[src/hw/pipePkg.sv]
`default_nettype none

package pipePkg;

    // ========================================================================
    // widths shared by every stage of the load/store end
    // ========================================================================

    localparam int WORD_BITS             = 32;
    localparam int REG_ADDR_BITS         = 5;
    localparam int REG_COUNT             = 1 << REG_ADDR_BITS;
    localparam int BYTE_LANES            = WORD_BITS / 8;
    localparam int MEM_ADDR_BITS_DEFAULT = 10;   // words, so 4 KiB of data memory

    typedef logic [WORD_BITS-1:0]     wordT;
    typedef logic [REG_ADDR_BITS-1:0] regAddrT;

    // ALU stands for any register-writing instruction that does not touch memory
    typedef enum logic [3:0]
    {
        NOP,
        ALU,
        LW,
        LH,
        LHU,
        LB,
        LBU,
        SW,
        SH,
        SB
    } instrT;

    // ========================================================================
    // stage records
    // ========================================================================

    typedef struct packed
    {
        logic    valid;       // one-cycle strobe per instruction
        instrT   instr;
        wordT    pc;
        wordT    addr;        // byte address computed by execute
        wordT    storeData;
        logic    regWEn;
        regAddrT regWAddr;
        wordT    aluResult;
    } memInT;

    typedef struct packed
    {
        logic       valid;
        instrT      instr;
        wordT       pc;
        logic       regWEn;
        regAddrT    regWAddr;
        wordT       aluResult;
        logic [1:0] offset;   // byte offset inside the memory word
    } wbInT;

    // the same memory word seen whole, as halfwords or as byte lanes
    typedef union packed
    {
        wordT                             word;
        logic [BYTE_LANES/2-1:0][15:0]    half;
        logic [BYTE_LANES-1:0][7:0]       bytes;
    } memWordU;

    typedef struct packed
    {
        logic    en;
        regAddrT addr;
        wordT    data;
        wordT    pc;          // carried along for the commit trace
    } grfWriteT;

endpackage

`default_nettype wire

[src/hw/regFile.sv]
`timescale 1ns/1ns
`default_nettype none

module regFile (
    input  logic              clk,
    input  logic              rstN,
    input  pipePkg::grfWriteT grfWrite,
    input  pipePkg::regAddrT  rdAddrA,
    input  pipePkg::regAddrT  rdAddrB,
    output pipePkg::wordT     rdDataA,
    output pipePkg::wordT     rdDataB
);

    // register 0 has no storage at all
    pipePkg::wordT regs [pipePkg::REG_COUNT-1:1];

    // ========================================================================
    // write port
    // ========================================================================

    always_ff @(posedge clk)
    begin
        if (!rstN)
        begin
            for (int r = 1; r < pipePkg::REG_COUNT; r++)
            begin
                regs[r] <= '0;
            end
        end
        else if (grfWrite.en && (grfWrite.addr != '0))
        begin
            regs[grfWrite.addr] <= grfWrite.data;
        end
    end

    // ========================================================================
    // read ports
    // ========================================================================

    // a write shows up on the read ports only after the edge that commits it
    assign rdDataA = (rdAddrA == '0) ? '0 : regs[rdAddrA];
    assign rdDataB = (rdAddrB == '0) ? '0 : regs[rdAddrB];

endmodule

`default_nettype wire

[config.mk]
export PLATFORM = sky130hd
export DESIGN_NAME = regFile
export DESIGN_NICKNAME = d
export VERILOG_FILES = /design/src/hw/pipePkg.sv /design/src/hw/regFile.sv
export SDC_FILE = /design/constraint.sdc
export NUM_CORES = 2
export LEC_CHECK = 0
export BUFFER_PORTS_ARGS = -buffer_cell sky130_fd_sc_hd__buf_2
export CORE_MARGIN = 5
export CORE_UTILIZATION = 45
export CTS_CLUSTER_SIZE = 30
export DETAILED_ROUTE_END_ITERATION = 16
export PLACE_DENSITY = 0.61
export SETUP_SLACK_MARGIN = 0.1
export SLEW_MARGIN = 0
export SYNTH_ARGS = -nofsm -noshare
export SYNTH_HDL_FRONTEND = slang
export SYNTH_SLANG_ARGS = --single-unit
[constraint.sdc]
create_clock -name clk -period 6.7 [get_ports clk]
set_input_delay 0.67 -clock clk [delete_from_list [all_inputs] [get_ports clk]]
set_output_delay 0.67 -clock clk [all_outputs]
set_load 0.02 [all_outputs]
# Yosys cells after proc, flatten, opt, wreduce, memory -nomap -nowiden
# Memories as Yosys holds them, arrays and structs flattened.
# Index checks and enable logic that the tools add are counted.
[classes]
reduce_logical = 5
mux = 9
[ops]
columns = ["operator", "n"]
rows = [
  ["$mux W32", 3],
  ["$reduce_or A32 Y1", 1],
  ["$logic_not A5 Y1", 2],
  ["$mux W1", 5],
  ["$mux W5", 1],
  ["$reduce_bool A5 Y1", 1],
  ["$logic_and A1 B1 Y1", 1],
]
[word_totals]
word_cells = 15
out_inout_bits = 64
in_bits = 82
n_memories = 1
ramBits = 992
reg_bits = 0
[mem_list]
columns = ["name", "depth", "word_bits", "read_ports", "rd_clocked_by_memory_dff", "wr", "line_no", "rtl"]
rows = [
  ["regs", 31, 32, 2, 0, 31, "regFile.sv:15", "pipePkg::wordT regs [pipePkg::REG_COUNT-1:1];"],
]

# Logic depth before layout (Yosys ltp)
[depth]
word_depth = 7
depth_mapped = 9
mapped_depth_nobuf = 4

# Worst setup path after synthesis
# OpenSTA, ideal clock, no wires.
[synth_path]
kind = "input-to-reg"
startpoint = "in grfWrite[65] in the netlist's numbering"
endpoint = "mem regs[20][0] in the netlist's numbering, enable pin"
t_required_ns = 6.234
path_slack_ns = 2.620
stages = 3
path_buffers = 1
t_arrival_ns = 3.614
cell_sequence = "or3_1 -> clkbuf_1 -> o21ai_0"
[synth_lines]
columns = ["item", "line_no", "rtl"]
rows = [
  ["start, declared", "regFile.sv:7", "input pipePkg::grfWriteT grfWrite,"],
  ["end, declared", "regFile.sv:15", ""],
]

# Worst setup path in the final report
[layout_path]
startpoint = "in rdAddrB[1]"
endpoint = "out rdDataB[13]"
[layout_via]
elab_chain_cells = 2
[layout_lines]
columns = ["item", "line_no", "rtl"]
rows = [
  ["start, declared", "regFile.sv:9", "input pipePkg::regAddrT rdAddrB,"],
  ["$mem_v2 Z31 W32 / $logic_not A5 Y1 (equally long branches)", "-", ""],
  ["$mux W32 (*)", "regFile.sv:42", "assign rdDataB = (rdAddrB == '0) ? '0 : regs[rdAddrB];"],
  ["end, declared", "regFile.sv:11", "output pipePkg::wordT rdDataB"],
]
# Every way passes the cells marked *; elsewhere a longest branch is shown, timed or not.

==> impl_metrics.json <==
{
  "start_util": 0.452,
  "max_clock_freq_ghz": 0.211,
  "cp.required_ps": 6030,
  "gp_congestion": 0.846,
  "syn_inst": 3505,
  "cts_inserted_buffers": 109,
  "leakage_nw": 20.5,
  "rows": 127,
  "synth_top_area_share": 0.567,
  "slew_headroom": 0.231,
  "vias": 33000,
  "ys_seq_elements": 1024,
  "regMostFlops": "regs",
  "dp_cells": 4997,
  "grt_pass1_wl_mm": 248,
  "routedWlPerCell_um": 33.7,
  "hold_path.class": "in -> reg",
  "synth_area_leaders": "edfxtp_1 (57%), mux4_2 (20%), and2_1 (11%)",
  "cts_htree_levels": 3,
  "nets": 3578,
  "syn2layout_area_growth_pct": 11.0,
  "synth_area_um2": 54200,
  "synth_warnings": 0,
  "cts_root_buffer": "clkbuf_16",
  "drv_cap": 0,
  "ctsResizeCount": 0,
  "period_minus_slack_ps": 4740,
  "rsz0062_at_grt": "no",
  "finalPower_w": 0.0154,
  "layout.cells.non_filler": 5204,
  "start_kind": "input pin",
  "status": "completed",
  "worstSetupPathType": "in -> out",
  "path_clk_slew_ps": 60,
  "first_pass_iters": 6,
  "chipHeight_um": 357,
  "avgSynthCellArea_um2": 15.5,
  "worstPathMaxFanout": 21,
  "dieArea_um2": 128000,
  "cts_sinks": 1024,
  "antenna_found_initial": 19,
  "avgViaCountPerCell": 6.35,
  "grt_max_degree": 89,
  "cp.arrival_ps": 4070,
  "drive_gt1_frac": 0.268,
  "synth_edf_count": 1024,
  "drtIter0Drc": 4380,
  "core_um2": 120000,
  "cts_buffer_depth": 3,
  "ios": 146,
  "wirelength_mm": 175,
  "drv_slew": 0,
  "fin_crit_sh": 0.707,
  "final_cell_area_um2": 60200,
  "cp-end-kind": "output pin",
  "fill_cells": 9952,
  "synthTopCellsByCount": "edfxtp_1 (1024), and2_1 (995), mux4_2 (472), clkbuf_1 (281), mux2i_1 (150)",
  "min_path_cells": 1,
  "drc": 0,
  "tightest_slew_ps": 1140,
  "cts_tree": "yes",
  "async_reset_ff_frac": 0,
  "track_usage": 0.274,
  "largest_register_ffs": 1024,
  "ys_seq_area_frac": 0.567,
  "io_buffers": 113,
  "place_area_um2": 56700,
  "synth.most_common_cell": "edfxtp_1",
  "hold_violations": 0,
  "cts_hold_buf": 0,
  "overflow": 0,
  "yosysUniqueCellTypes": 43,
  "ant_nets": 0,
  "grt_pass1_vias": 33800,
  "cts_setup_buffers": 0,
  "finalSetupTns_ps": 0,
  "ys.flop_type": "edfxtp_1",
  "ir_drop_v": 0.000224,
  "dpl.hpwl_mm": 102,
  "p_per_area_nw_per_um2": 255,
  "synth_top_area_cell": "edfxtp_1",
  "reg_top3": "regs (1024)",
  "dieWidth_um": 357,
  "finalSetupViolations": 0
}
[path summary, 6_finish.rpt]
path | end | startpoint
setup / recovery | rdDataB[13] | rdAddrB[1]
hold / removal | regs[0][31]$_DFFE_PP_ | grfWrite[63]
[logic make-up (layout without fill, tap and decap cells)]
kind of cell	count (synthesis)	in the layout	synth area share
and+or+nand+nor	1147	1147	0.130
DFF	1024	1024	0.567
muxes	652	652	0.230
buffers and inverters	391	437	0.0336
AOI/OAI and AO/OA	290	290	0.0394
other	1	42	0.0000692
[final cells by class]
class	count	area, um2	area share
timing repair buffer	238	1660	0.0276
clock inverter	65	542	0.00900
tap	1612	2020	0.0335
sequential	1024	30700	0.511
clock buffer	132	2860	0.0475
inverter	2	7.51	0.000125
antenna	10	25.0	0.000416
multi-input combinational	2121	22300	0.371
[critical path, stage by stage]
cell,delay (ps)
buf_4,260
buf_4,330
nor2b_4,820
buf_4,390
a22o_1,210
a2111oi_1,120
nor3_1,900
buf_2,310
[power breakdown]
group | total [W] | internal (W) | switching [W]
Combinational | 0.00188 | 0.000758 | 0.00112
Clock | 0.00590 | 0.00336 | 0.00254
Sequential | 0.00759 | 0.00741 | 0.000184
[per-layer routing]
layer,vias to the layer above,GRT usage,wire length [um]
met5,-,0,46
met4,6,0.0997,7150
met3,311,0.0607,18400
met2,1859,0.422,80000
met1,17300,0.387,69600
li1,13600,-,-
[cells in the final DEF, fill, tap and decap left out, drive strengths merged, types with 36 or more instances in the layout]
cell type and instances:
edfxtp 1024, and2 995, mux4 472, buf 238, mux2i 150, clkbuf 132
o22ai 103, a2111oi 55, nor3 54, a22o 51, clkinv 49, nor2 36
[metrics by stage]
step | utilization | hold slack [ps] | worst slack [ps]
after global routing | 0.502 | 477 | 1920
after floorplan | - | 769 | 2620
after global placement | 0.474 | 1180 | 2150
final | 0.502 | 479 | 1960
after CTS | 0.502 | 442 | 2180
after detailed placement | 0.474 | 1190 | 2180
Power figures use the tool's default switching activity.
