**config.mk**
```make
export PLATFORM = sky130hd
export DESIGN_NAME = memAccessStage
export DESIGN_NICKNAME = d
export VERILOG_FILES = /design/src/hw/pipePkg.sv /design/src/hw/memAccessStage.sv
export SDC_FILE = /design/constraint.sdc
export NUM_CORES = 1
export LEC_CHECK = 0
export BUFFER_PORTS_ARGS = -buffer_cell sky130_fd_sc_hd__buf_2
export CORE_AREA = 2 2 104 106
export CTS_CLUSTER_SIZE = 10
export DETAILED_ROUTE_END_ITERATION = 8
export DIE_AREA = 0 0 106 108
export GPL_TIMING_DRIVEN = 0
export SYNTH_ARGS = -nofsm -noshare
export SYNTH_HDL_FRONTEND = slang
export SYNTH_SLANG_ARGS = --single-unit
```
**constraint.sdc**
```tcl
create_clock -name clk -period 1.6 [get_ports clk]
set_input_delay 0.16 -clock clk [delete_from_list [all_inputs] [get_ports clk]]
set_output_delay 0.16 -clock clk [all_outputs]
set_load 0.01 [all_outputs]
```
**src/hw/pipePkg.sv**
```systemverilog
`default_nettype none

package pipePkg;

    // ========================================================================
    // widths shared by every stage of the load/store end
    // ========================================================================

    localparam int WORD_BITS             = 32;
    localparam int REG_ADDR_BITS         = 5;
    localparam int REG_COUNT             = 1 << REG_ADDR_BITS;
    localparam int BYTE_LANES            = WORD_BITS / 8;
    localparam int MEM_ADDR_BITS_DEFAULT = 10;   // words, so 4 KiB of data memory

    typedef logic [WORD_BITS-1:0]     wordT;
    typedef logic [REG_ADDR_BITS-1:0] regAddrT;

    // ALU stands for any register-writing instruction that does not touch memory
    typedef enum logic [3:0]
    {
        NOP,
        ALU,
        LW,
        LH,
        LHU,
        LB,
        LBU,
        SW,
        SH,
        SB
    } instrT;

    // ========================================================================
    // stage records
    // ========================================================================

    typedef struct packed
    {
        logic    valid;       // one-cycle strobe per instruction
        instrT   instr;
        wordT    pc;
        wordT    addr;        // byte address computed by execute
        wordT    storeData;
        logic    regWEn;
        regAddrT regWAddr;
        wordT    aluResult;
    } memInT;

    typedef struct packed
    {
        logic       valid;
        instrT      instr;
        wordT       pc;
        logic       regWEn;
        regAddrT    regWAddr;
        wordT       aluResult;
        logic [1:0] offset;   // byte offset inside the memory word
    } wbInT;

    // the same memory word seen whole, as halfwords or as byte lanes
    typedef union packed
    {
        wordT                             word;
        logic [BYTE_LANES/2-1:0][15:0]    half;
        logic [BYTE_LANES-1:0][7:0]       bytes;
    } memWordU;

    typedef struct packed
    {
        logic    en;
        regAddrT addr;
        wordT    data;
        wordT    pc;          // carried along for the commit trace
    } grfWriteT;

endpackage

`default_nettype wire

```
**src/hw/memAccessStage.sv**
```systemverilog
`timescale 1ns/1ns
`default_nettype none

module memAccessStage #(
    parameter int MEM_ADDR_BITS = pipePkg::MEM_ADDR_BITS_DEFAULT
) (
    input  logic                            clk,
    input  logic                            rstN,
    input  pipePkg::memInT                  memIn,
    output logic [MEM_ADDR_BITS-1:0]        memAddr,
    output logic [pipePkg::BYTE_LANES-1:0]  byteEn,
    output pipePkg::memWordU                writeData,
    output pipePkg::wbInT                   wbIn
);

    logic [1:0]    offset;
    logic          isStore;
    pipePkg::wbInT wbNext;

    assign offset  = memIn.addr[1:0];
    assign memAddr = memIn.addr[MEM_ADDR_BITS+1:2];   // bits above the memory depth are dropped

    assign isStore = memIn.valid &&
                     (memIn.instr inside {pipePkg::SW, pipePkg::SH, pipePkg::SB});

    // ========================================================================
    // store lanes and byte enables
    // ========================================================================

    always_comb
    begin
        byteEn = '0;
        if (isStore)
        begin
            case (memIn.instr)
                pipePkg::SH: byteEn = offset[1] ? 4'b1100 : 4'b0011;
                pipePkg::SB: byteEn = 4'b0001 << offset;
                default:     byteEn = 4'b1111;
            endcase
        end
    end

    // the value is copied into every lane it could land in, byteEn picks the real one
    always_comb
    begin
        for (int lane = 0; lane < pipePkg::BYTE_LANES; lane++)
        begin
            case (memIn.instr)
                pipePkg::SB: writeData.bytes[lane] = memIn.storeData[7:0];
                pipePkg::SH: writeData.bytes[lane] = memIn.storeData[(lane % 2) * 8 +: 8];
                default:     writeData.bytes[lane] = memIn.storeData[lane * 8 +: 8];
            endcase
        end
    end

    // ========================================================================
    // write-back pipeline register
    // ========================================================================

    always_comb
    begin
        wbNext.valid     = memIn.valid;
        wbNext.instr     = memIn.instr;
        wbNext.pc        = memIn.pc;
        wbNext.regWEn    = memIn.regWEn && memIn.valid;   // idle slots never write
        wbNext.regWAddr  = memIn.regWAddr;
        wbNext.aluResult = memIn.aluResult;
        wbNext.offset    = offset;
    end

    always_ff @(posedge clk)
    begin
        if (!rstN)
        begin
            wbIn.valid  <= 1'b0;
            wbIn.regWEn <= 1'b0;
        end
        else
        begin
            wbIn <= wbNext;
        end
    end

endmodule

`default_nettype wire

```
# --- Yosys cells after proc, flatten, opt, wreduce, memory -nomap -nowiden ---
# Index checks and enable logic that the tools add are counted.
# W data, S select, Z words.
word_totals:
  register_bits: 77
  latchBits: 0
  ramBits: 0
  romBits: 0
  out_inout_bits: 123
  mem_count: 0
classes:
  add_sub_neg: 0
  mul: 0
  div: 0
  order_cmp: 0
  eq_ne: 3
  shifts: 1
  mux: 6
  bitwise_logic: 0
  n_reduce_logical: 4
ops:
  columns: ["op", "count"]
  rows:
  - ["$mux W8", 2]
  - ["$pmux W8 S2", 1]
  - ["$eq A4 B4 Y1 const B", 2]
  - ["$mux W4", 2]
  - ["$pmux W4 S2", 1]
  - ["$eq A4 B3 Y1 const B", 1]
  - ["$shl A1 B2 Y4 const A", 1]
  - ["$reduce_bool A3 Y1", 1]
  - ["$logic_and A1 B1 Y1", 2]
  - ["$reduce_or A2 Y1", 1]

# --- Logic depth before layout (Yosys ltp) ---
depth:
  word_depth: 4
  mapped_depth: 4
  mapped_depth_nobuf: 3

# --- Worst setup path after synthesis ---
# No wires, ideal clock.
synth_path:
  path_type: "input port to output port"
  startpoint: "in memIn[135] (netlist bit)"
  endpoint: "out writeData[10] (netlist bit)"
  arrival_ps: 1134
  t_required_ps: 1440
  setup_slack_ps: 306
  stages: 4
  n_path_buf: 1
  path_cell_list: "nor3b_4 and2_4 buf_8 mux2_4"
synth_rtl:
  columns: ["item", "line", "text"]
  rows:
  - ["from (decl)", "memAccessStage.sv:9", "input pipePkg::memInT memIn,"]
  - ["to (decl)", "memAccessStage.sv:12", "output pipePkg::memWordU writeData,"]

==> flow_summary_export.csv <==
group,metric,value,unit
cts,clkSinkCount,77,
pwr,p_clk_frac,0.350,
routing,routed-via-count,2560,
routing,wl,9290,um
sta,fin_crit_sh,0.961,
logic_synthesis,syn_nets,296,
pwr,p_per_area,956,nW/um^2
routing,routedWlPerCell,15.2,um
pwr,internal_power,3860,uW
routing,dr.pass1.iters,4,
sta,period_needed,1.54,ns
pwr,switching_share,0.226,
logic_synthesis,synth_top_flop_cell,"edfxtp_1",
global_route,grt_pass1_vias,2659,
run,cap_violations,0,
floorplan,start_util,0.286,
logic_synthesis,yosys_warnings,0,
setup_path,required,1.44,ns
sta,hold_viol,0,
place,io_buffers,233,
finish,stdcell_count,612,
hold_path,worstHoldPathType,"in -> reg",
finish,synthToLayoutAreaGrowth,78.2,%
pwr,seq_power_share,0.486,
global_route,grt_max_degree,78,
status,status,"completed",
finish,fin_area,5220,um^2
sta,slew_viol_final,0,
sta,fmax,650,MHz
finish,top_register,"wbIn",
cts,tritoncts,"done",
finish,nets,612,
floorplan,num_rows,37,
logic_synthesis,avgSynthCellArea,18.9,um^2
floorplan,core_region_area,10200,um^2
place,dp_cells,524,
sta,grt_setup_unrepaired,"no",
sta,tightest_slew,0.932,ns
place,dpl-instance-area,4270,um^2
logic_synthesis,ys_async_sr_fraction,0,
sta,setup_tns,0,ns
finish,final_core_util,0.510,
global_route,grt_overflow,0,
setup_path,path_class,"in -> out",
floorplan,ios,264,
logic_synthesis,ys_seq_elements,77,
cts,clockBufferDepth,2,
finish,largest_reg_flops,77,
pwr,p_leak,0.00241,uW
logic_synthesis,synth_area_leaders,"edfxtp_1 77%, buf_4 4.6%, mux2_4 4.1%, mux2_2 3.1%, mux2i_1 2.7%",
routing,route.detailed.drc,0,
pwr,peakVddDrop,356,uV
floorplan,die_x,106,um
floorplan,die_area,11400,um^2
finish,reg.largest.list,"wbIn x77",
cts,cts_root_buf,"clkbuf_8",
global_route,grt_pass1_wl,13500,um
cts,cts_made_buffers,9,
finish,antennaDiodeCount,0,
logic_synthesis,synth_commonest_cells,"75 x edfxtp_1, 18 x buf_4",
routing,drt_iter0_markers,90,
logic_synthesis,syn_area,2930,um^2
logic_synthesis,syn-instance-count,155,
finish,layout-drive-gt1-share,0.611,
logic_synthesis,post-synth-top-count-cell,"edfxtp_1",
logic_synthesis,synth_enable_flop_cells,75,
routing,vias_per_cell,4.18,
sta,setup_viol,0,
global_route,grt.total_usage,0.157,
place,globalplace.congestion,0.814,
setup_path,crit_path_start_kind,"primary input",
setup_path,endpoint,"writeData[8]",
logic_synthesis,synth_top_area_share,0.769,
global_route,antenna_found_initial,0,
cts,htreeDepth,3,
place,dpl.hpwl,6480,um
setup_path,crit_path_max_fanout,8,
floorplan,die_y,108,um
setup_path,end_kind,"output pin",
setup_path,crit_arrival,1.38,ns
pwr,combPwrFrac,0.164,
logic_synthesis,ys_seq_area_frac,0.783,
logic_synthesis,synthDistinctLibCells,22,
pwr,switchingPower,1130,uW
cts,clk_pin_slew,0.08,ns
sta,relSlewSlack,0.379,
routing,antenna_left,0,
setup_path,critPathLaunch,"memIn[137]",
logic_synthesis,synth_top_area_cell,"edfxtp_1",
## critical path, stage by stage
cell,delay [ns]
buf_2,0.13
nor3b_4,0.29
and2_4,0.20
buf_8,0.14
mux2_4,0.31
buf_2,0.14
## per-stage QoR
stage,power [uW],worst slack (ns),hold WS [ns]
final,4990,0.0618,0.0373
after global routing,5200,0.0158,0.00892
after CTS,5060,0.0791,0.0103
after detailed placement,3150,-0.113,0.338
after global placement,3140,-0.197,0.337
after floorplan,2730,0.306,0.259
## placed cells by master (no fill, tap or decap), types with 2 or more instances in the layout
cell type      instances
buf_2                234
edfxtp_1              75
dlygate4sd3_1         69
buf_4                 22
clkbuf_8               9
mux2i_1                8
nor2_1                 8
a21oi_1                8
mux2_4                 8
mux2_2                 8
nand2_1                3
bufinv_16              3
nor2b_1                2
o21ai_0                2
o31ai_1                2
clkinv_4               2
dfxtp_1                2
## what timing repair did
action / 4_1_cts / 5_1_grt
gates resized for setup: 0 / 0
endpoints found under the hold margin: 69 / 0
buffers inserted: 3 / 0
hold buffers: 69 / 0
setup endpoints to repair: 9 / 0
## per-layer routing
layer | GRT usage | up-vias | part of all wire | wire, um
li1 | - | 1199 | - | -
met1 | 0.167 | 1168 | 0.36 | 3340
met2 | 0.283 | 178 | 0.51 | 4750
met3 | 0.0609 | 15 | 0.11 | 1020
met4 | 0.0602 | 0 | 0.019 | 174
met5 | 0 | - | 0 | 0
## kinds of logic (layout without fill, tap and decap cells)
| group | after synthesis | count (layout) | share of synthesized area |
|---|---|---|---|
| AOI/OAI and AO/OA | 12 | 12 | 0.0222 |
| and+or+nand+nor | 19 | 19 | 0.0363 |
| buffers and inverters | 23 | 344 | 0.0598 |
| DFF | 77 | 77 | 0.783 |
| muxes | 24 | 24 | 0.0991 |
## worst min path at each step
stage | from | cells past startpoint | to | slack (ns)
after floorplan | memIn[70] | 0 | wbIn[0] | 0.26
after global placement | memIn[132] | 1 | wbIn[70] | 0.34
after detailed placement | memIn[119] | 1 | wbIn[57] | 0.34
after CTS | memIn[70] | 1 | wbIn[0] | 0.01
after global routing | memIn[70] | 1 | wbIn[0] | 0.009
final | memIn[70] | 1 | wbIn[0] | 0.04
## area by class of cell
type                       instances  area [um^2]
tap                              136          170
inverter                           1         3.75
fill                             886         5010
buffer                            22          171
clock buffer                      10          128
clock inverter                     6          111
timing repair buffer             305         1880
multi-input combinational         55          462
sequential                        77         2290
## power by group through the flow
| stage | sequential (uW) | combinational, uW | clock (uW) |
|---|---|---|---|
| floorplan | 2560 | 166 | 0 |
| global placement | 2470 | 670 | 0 |
| detailed placement | 2470 | 678 | 0 |
| CTS | 2430 | 820 | 1820 |
| global route | 2440 | 880 | 1880 |
| finish | 2430 | 817 | 1750 |
Note: power is estimated with default switching activity, not from simulation.
