`config.mk`:
```
export PLATFORM = sky130hd
export DESIGN_NAME = writebackStage
export DESIGN_NICKNAME = d
export VERILOG_FILES = /design/src/hw/pipePkg.sv /design/src/hw/loadExtender.sv /design/src/hw/writebackStage.sv
export SDC_FILE = /design/constraint.sdc
export NUM_CORES = 1
export LEC_CHECK = 0
export ABC_AREA = 1
export BUFFER_PORTS_ARGS = -buffer_cell sky130_fd_sc_hd__buf_4
export CAP_MARGIN = 30
export CORE_MARGIN = 5
export CORE_UTILIZATION = 36
export DETAILED_ROUTE_END_ITERATION = 10
export GPL_TIMING_DRIVEN = 0
export PLACE_DENSITY_LB_ADDON = 0.12
export SYNTH_ARGS = -nofsm -noshare
export SYNTH_HDL_FRONTEND = slang
export SYNTH_SLANG_ARGS = --single-unit
```
`constraint.sdc`:
```
create_clock -name vclk -period 2.8
set_input_delay 0.56 -clock vclk [all_inputs]
set_output_delay 0.56 -clock vclk [all_outputs]
set_load 0.05 [all_outputs]
```
`src/hw/pipePkg.sv`:
```
`default_nettype none

package pipePkg;

    // ========================================================================
    // widths shared by every stage of the load/store end
    // ========================================================================

    localparam int WORD_BITS             = 32;
    localparam int REG_ADDR_BITS         = 5;
    localparam int REG_COUNT             = 1 << REG_ADDR_BITS;
    localparam int BYTE_LANES            = WORD_BITS / 8;
    localparam int MEM_ADDR_BITS_DEFAULT = 10;   // words, so 4 KiB of data memory

    typedef logic [WORD_BITS-1:0]     wordT;
    typedef logic [REG_ADDR_BITS-1:0] regAddrT;

    // ALU stands for any register-writing instruction that does not touch memory
    typedef enum logic [3:0]
    {
        NOP,
        ALU,
        LW,
        LH,
        LHU,
        LB,
        LBU,
        SW,
        SH,
        SB
    } instrT;

    // ========================================================================
    // stage records
    // ========================================================================

    typedef struct packed
    {
        logic    valid;       // one-cycle strobe per instruction
        instrT   instr;
        wordT    pc;
        wordT    addr;        // byte address computed by execute
        wordT    storeData;
        logic    regWEn;
        regAddrT regWAddr;
        wordT    aluResult;
    } memInT;

    typedef struct packed
    {
        logic       valid;
        instrT      instr;
        wordT       pc;
        logic       regWEn;
        regAddrT    regWAddr;
        wordT       aluResult;
        logic [1:0] offset;   // byte offset inside the memory word
    } wbInT;

    // the same memory word seen whole, as halfwords or as byte lanes
    typedef union packed
    {
        wordT                             word;
        logic [BYTE_LANES/2-1:0][15:0]    half;
        logic [BYTE_LANES-1:0][7:0]       bytes;
    } memWordU;

    typedef struct packed
    {
        logic    en;
        regAddrT addr;
        wordT    data;
        wordT    pc;          // carried along for the commit trace
    } grfWriteT;

endpackage

`default_nettype wire

```
`src/hw/loadExtender.sv`:
```
`timescale 1ns/1ns
`default_nettype none

module loadExtender (
    input  pipePkg::memWordU memWord,
    input  logic [1:0]       offset,
    input  pipePkg::instrT   instr,
    output pipePkg::wordT    extWord
);

    typedef enum logic [1:0]
    {
        UNIT_WORD,
        UNIT_HALF,
        UNIT_BYTE
    } unitT;

    unitT        unit;
    logic        signExt;
    logic [15:0] halfSel;
    logic [7:0]  byteSel;

    always_comb
    begin
        case (instr)
            pipePkg::LH, pipePkg::LHU: unit = UNIT_HALF;
            pipePkg::LB, pipePkg::LBU: unit = UNIT_BYTE;
            default:                   unit = UNIT_WORD;
        endcase
    end

    assign signExt = !(instr inside {pipePkg::LHU, pipePkg::LBU});   // unsigned loads zero-fill

    assign halfSel = memWord.half[offset[1]];   // offset bit 0 is ignored for halfwords
    assign byteSel = memWord.bytes[offset];

    always_comb
    begin
        case (unit)
            UNIT_HALF:
            begin
                extWord = {{16{signExt & halfSel[15]}}, halfSel};
            end
            UNIT_BYTE:
            begin
                extWord = {{24{signExt & byteSel[7]}}, byteSel};
            end
            default:
            begin
                extWord = memWord.word;
            end
        endcase
    end

endmodule

`default_nettype wire

```
`src/hw/writebackStage.sv`:
```
`timescale 1ns/1ns
`default_nettype none

module writebackStage (
    input  pipePkg::wbInT     wbIn,
    input  pipePkg::memWordU  memWord,
    output pipePkg::grfWriteT grfWrite
);

    pipePkg::wordT extWord;
    logic          isLoad;

    loadExtender i_loadExtender (
        .memWord (memWord),
        .offset  (wbIn.offset),
        .instr   (wbIn.instr),
        .extWord (extWord)
    );

    // ========================================================================
    // register-file write port
    // ========================================================================

    // LW goes through the extender too, its word path leaves the data untouched
    assign isLoad = wbIn.instr inside {pipePkg::LW, pipePkg::LH, pipePkg::LHU,
                                       pipePkg::LB, pipePkg::LBU};

    always_comb
    begin
        grfWrite.en   = wbIn.valid && wbIn.regWEn;
        grfWrite.addr = wbIn.regWAddr;
        grfWrite.pc   = wbIn.pc;

        if (isLoad)
        begin
            grfWrite.data = extWord;
        end
        else
        begin
            grfWrite.data = wbIn.aluResult;   // ALU results arrive already computed
        end
    end

endmodule

`default_nettype wire

```
After elaboration in Yosys (flattened, before gate mapping)
Index checks and enable logic that the tools add are counted.
{"block": "word_totals", "wordCells": 24, "output_inout_bits": 70, "regBits": 0}
{"block": "classes", "n_reduce_logical": 6, "muxes": 7, "order_cmp": 2, "eq_ne": 7, "bitwise_logic": 2}
{"operator": "32-bit case mux with 2 select lines", "n": 1}
{"operator": "16-bit 2-to-1 mux", "n": 2}
{"operator": "32-bit 2-to-1 mux", "n": 1}
{"operator": "8-bit binary-select mux with 2-bit select", "n": 1}
{"operator": "4-bit by 3-bit equality test with 1-bit output (second input constant)", "n": 3}
{"operator": "4-bit by 2-bit equality test with 1-bit output (second input constant)", "n": 2}
{"operator": "8-bit 2-to-1 mux", "n": 1}
{"operator": "5-bit nonzero test", "n": 1}
{"operator": "2-bit case mux with 2 select lines", "n": 1}
{"operator": "2-bit OR reduction", "n": 2}
{"operator": "2-bit by 3-bit less-than comparator with 1-bit output (second input constant)", "n": 1}
{"operator": "1-bit AND", "n": 2}
{"operator": "2-bit by 1-bit equality test with 1-bit output (second input constant)", "n": 1}
{"operator": "2-bit equality test (second input constant)", "n": 1}
{"operator": "1-bit by 2-bit less-than comparator with 1-bit output (second input constant)", "n": 1}
{"operator": "2-bit nonzero test", "n": 1}
{"operator": "1-bit logical AND", "n": 1}
{"operator": "1-bit logical NOT", "n": 1}

Longest topological paths before layout
{"block": "logic_depth", "ltp_word": 6, "depth_mapped": 14, "mapped_depth_nobuf": 13}

By module
A second synthesis with hierarchy kept.
{"block": "hier_totals", "hier_cells": 323, "hier_area_um2": 1551.5}
{"mod": "writebackStage", "cells_each": 152, "seq_area_each_um2": 0.0, "area_each_um2": 784.5, "n_inst": 1}
{"mod": "loadExtender", "cells_each": 171, "seq_area_each_um2": 0.0, "area_each_um2": 767.0, "n_inst": 1}

Least setup slack after synthesis
No wires, ideal clock.
{"block": "synth_path", "kind": "in2out", "start": "input wbIn[74] in the netlist's numbering", "end": "output grfWrite[32] in the netlist's numbering", "t_required_ns": 2.240, "slack_ns": -0.657, "path_buffers": 2, "arrival_ns": 2.897, "path_stages": 11, "cell_sequence": "inv_1 -> nor2_2 -> nand2_2 -> a21oi_1 -> inv_1 -> ha_1 -> buf_2 -> inv_1 -> buf_2 -> o21ai_0 -> o21ai_0"}
{"element": "start: declaration", "line": "writebackStage.sv:5", "source": "input pipePkg::wbInT wbIn,"}
{"element": "end: declaration", "line": "writebackStage.sv:7", "source": "output pipePkg::grfWriteT grfWrite"}

==> flow_metrics.py <==
metrics = {
    "run_status": {
        "run_status": "complete, no violations",
    },
    "routing": {
        "vias": 2501,
        "drt-total-wl_um": 6580,
        "avgRoutedWirePerCell_um": 12.5,
        "drt_iter0_markers": 90,
        "via_per_inst": 4.76,
        "first_pass_iters": 4,
        "detail-route-antenna-nets": 0,
        "drc": 0,
    },
    "timing": {
        "fin_crit_sh": 0.969,
        "tightest_slew_ns": 0.347,
        "hold_slack_ns": 1.37,
        "setup_tns_ns": 0,
        "max_freq_mhz": 369,
        "final_max_slew_viol_count": 0,
        "rsz0062_at_grt": "yes",
        "fin_crit_ns": 2.71,
        "final_hold_viol_count": 0,
        "slew_headroom": 0.768,
        "setup_violations": 0,
    },
    "synthesis": {
        "yosys_warnings": 0,
        "syn_avg_cell_area_um2": 4.85,
        "synth_largest_area_cell": "nand2_1",
        "mappedNetlistNets": 436,
        "seq_area_frac_synth": 0,
        "synth_cell_type_count": 22,
        "postSynthCellCount": 325,
        "netlist.area_leader.share": 0.338,
        "syn_area_um2": 1580,
        "ys_top_cells_by_area": "nand2_1 34%, buf_4 19%, inv_1 8.6%",
    },
    "layout": {
        "final_common_cell": "buf_4",
        "syn2layout_area_growth_pct": 100,
        "fillCellCount": 385,
        "fin_nets": 586,
        "diodes": 0,
        "final_cell_mix": "167 x buf_4, 140 x nand2_1, 31 x inv_1",
        "n_clock_buffer": 0,
        "fin_cells": 525,
        "finalInstanceArea_um2": 3160,
        "drive_gt1_frac": 0.526,
        "seq_cells": 0,
        "regArea_um2": 0,
    },
    "die": {
        "rows": 24,
        "coreArea_um2": 4290,
        "initial_core_util": 0.367,
        "die_x_um": 76.2,
        "dieArea_um2": 5810,
        "io_pins": 179,
        "fp.dieH_um": 76.2,
    },
    "grt": {
        "grt_pass1_vias": 2309,
        "grt_pass1_wl_um": 9980,
        "antenna_found_initial": 0,
        "overflow": 0,
        "grt_use_total": 0.194,
        "grt_max_degree": 11,
    },
    "worst_setup_path": {
        "startpoint_type": "primary input",
        "cp-end-kind": "output pin",
        "path_buf_inv": 5,
        "slowest_stage": "ha_4",
        "critical_path_peak_fanout": 10,
        "slowest_delay_ns": 0.32,
        "critPathRequiredTime_ns": 2.24,
        "critPathTopFamily": "buffers and inverters",
        "cpMostUsedCell": "buf_4",
        "worstSetupPathType": "in2out",
        "cp_cell_sequence": "buf_4, nor2_2, nand2_2, a21oi_4, inv_1, ha_4, inv_4, buf_4, nand3_1, o21ai_1, o21ai_4, buf_6",
        "cp.depth": 12,
        "arrival_ns": 2.15,
    },
    "power": {
        "netSwitchingFraction": 0.614,
        "vdd_drop_max_uv": 172,
        "total_leakage_power_nw": 1.87,
        "cellPowerDensity_nw_per_um2": 300,
        "pwr-share-seq": 0,
        "power.internal_mw": 0.365,
        "p_sw_mw": 0.581,
        "p_comb_frac": 1.000,
        "p_total_mw": 0.946,
        "power_frac_clock": 0,
    },
    "hold_path": {
        "hold_class": "in2out",
        "min_path_cells": 2,
    },
    "placed_design": {
        "io_buffers": 141,
        "post_dp_cell_area_um2": 2910,
        "hpwl_um": 5580,
        "gp_congestion": 0.880,
        "dp.cells": 518,
    },
    "job": {
        "cap_violations": 0,
    },
    "clocking": {
        "hold_buffers": 0,
    },
}
-- cell type report --
type	instances	area [µm²]	share of cell area
plain buffers	52	402	0.127
inverters	39	156	0.0496
multi-input cells	233	1300	0.412
well taps	52	65.1	0.0206
repair buffers	149	1230	0.390
-- metrics by stage --
stage / utilization / worst slack, ns
finish: 0.735 / 0.0876
global route: 0.735 / -0.0236
CTS: 0.699 / -0.00718
detailed placement: 0.677 / -0.350
global placement: 0.677 / -0.338
floorplan: - / -0.0562
-- synthesized netlist by cell type (all sizes together) --
cell and number:
o21a 1, nor2 22, o21ai 24, buf 51, clkbuf 2, ha 2, nand4 1, a21oi 25
nand3 13, inv 39, nand2 145
-- what timing repair did --
action / in CTS / in global routing
pin swaps: 2 / 11
gates resized for setup: 31 / 31
gates cloned: 0 / 1
endpoints found under the setup margin: 32 / 31
buffers inserted: 1 / 6
-- cells by family (layout without fill, tap and decap cells) --
| group | Yosys count | count (layout) | share of synthesized area |
|---|---|---|---|
| fa+ha+maj | 2 | 2 | 0.0159 |
| simple gates | 181 | 181 | 0.462 |
| buf+inv | 92 | 240 | 0.336 |
| compound gates | 50 | 50 | 0.186 |
-- worst paths after layout --
kind	slack, ns	end	start
max	0.09	grfWrite[38]	wbIn[74]
min	1.37	grfWrite[27]	wbIn[67]
-- power by group through the flow --
stage / clock [mW] / combinational (mW) / sequential, mW
2_1_floorplan: 0 / 0.619 / 0
3_3_place_gp: 0 / 0.874 / 0
3_5_place_dp: 0 / 0.883 / 0
4_1_cts: 0 / 0.915 / 0
5_1_grt: 0 / 1.00 / 0
6_report: 0 / 0.946 / 0
-- per-layer routing --
metal | track usage | wire (µm) | vias up
met5 | 0 | 0 | -
met4 | 0.0280 | 109 | 0
met3 | 0.0296 | 467 | 10
met2 | 0.384 | 3560 | 109
met1 | 0.216 | 2440 | 1131
li1 | - | - | 1251
Power figures use the tool's default switching activity.
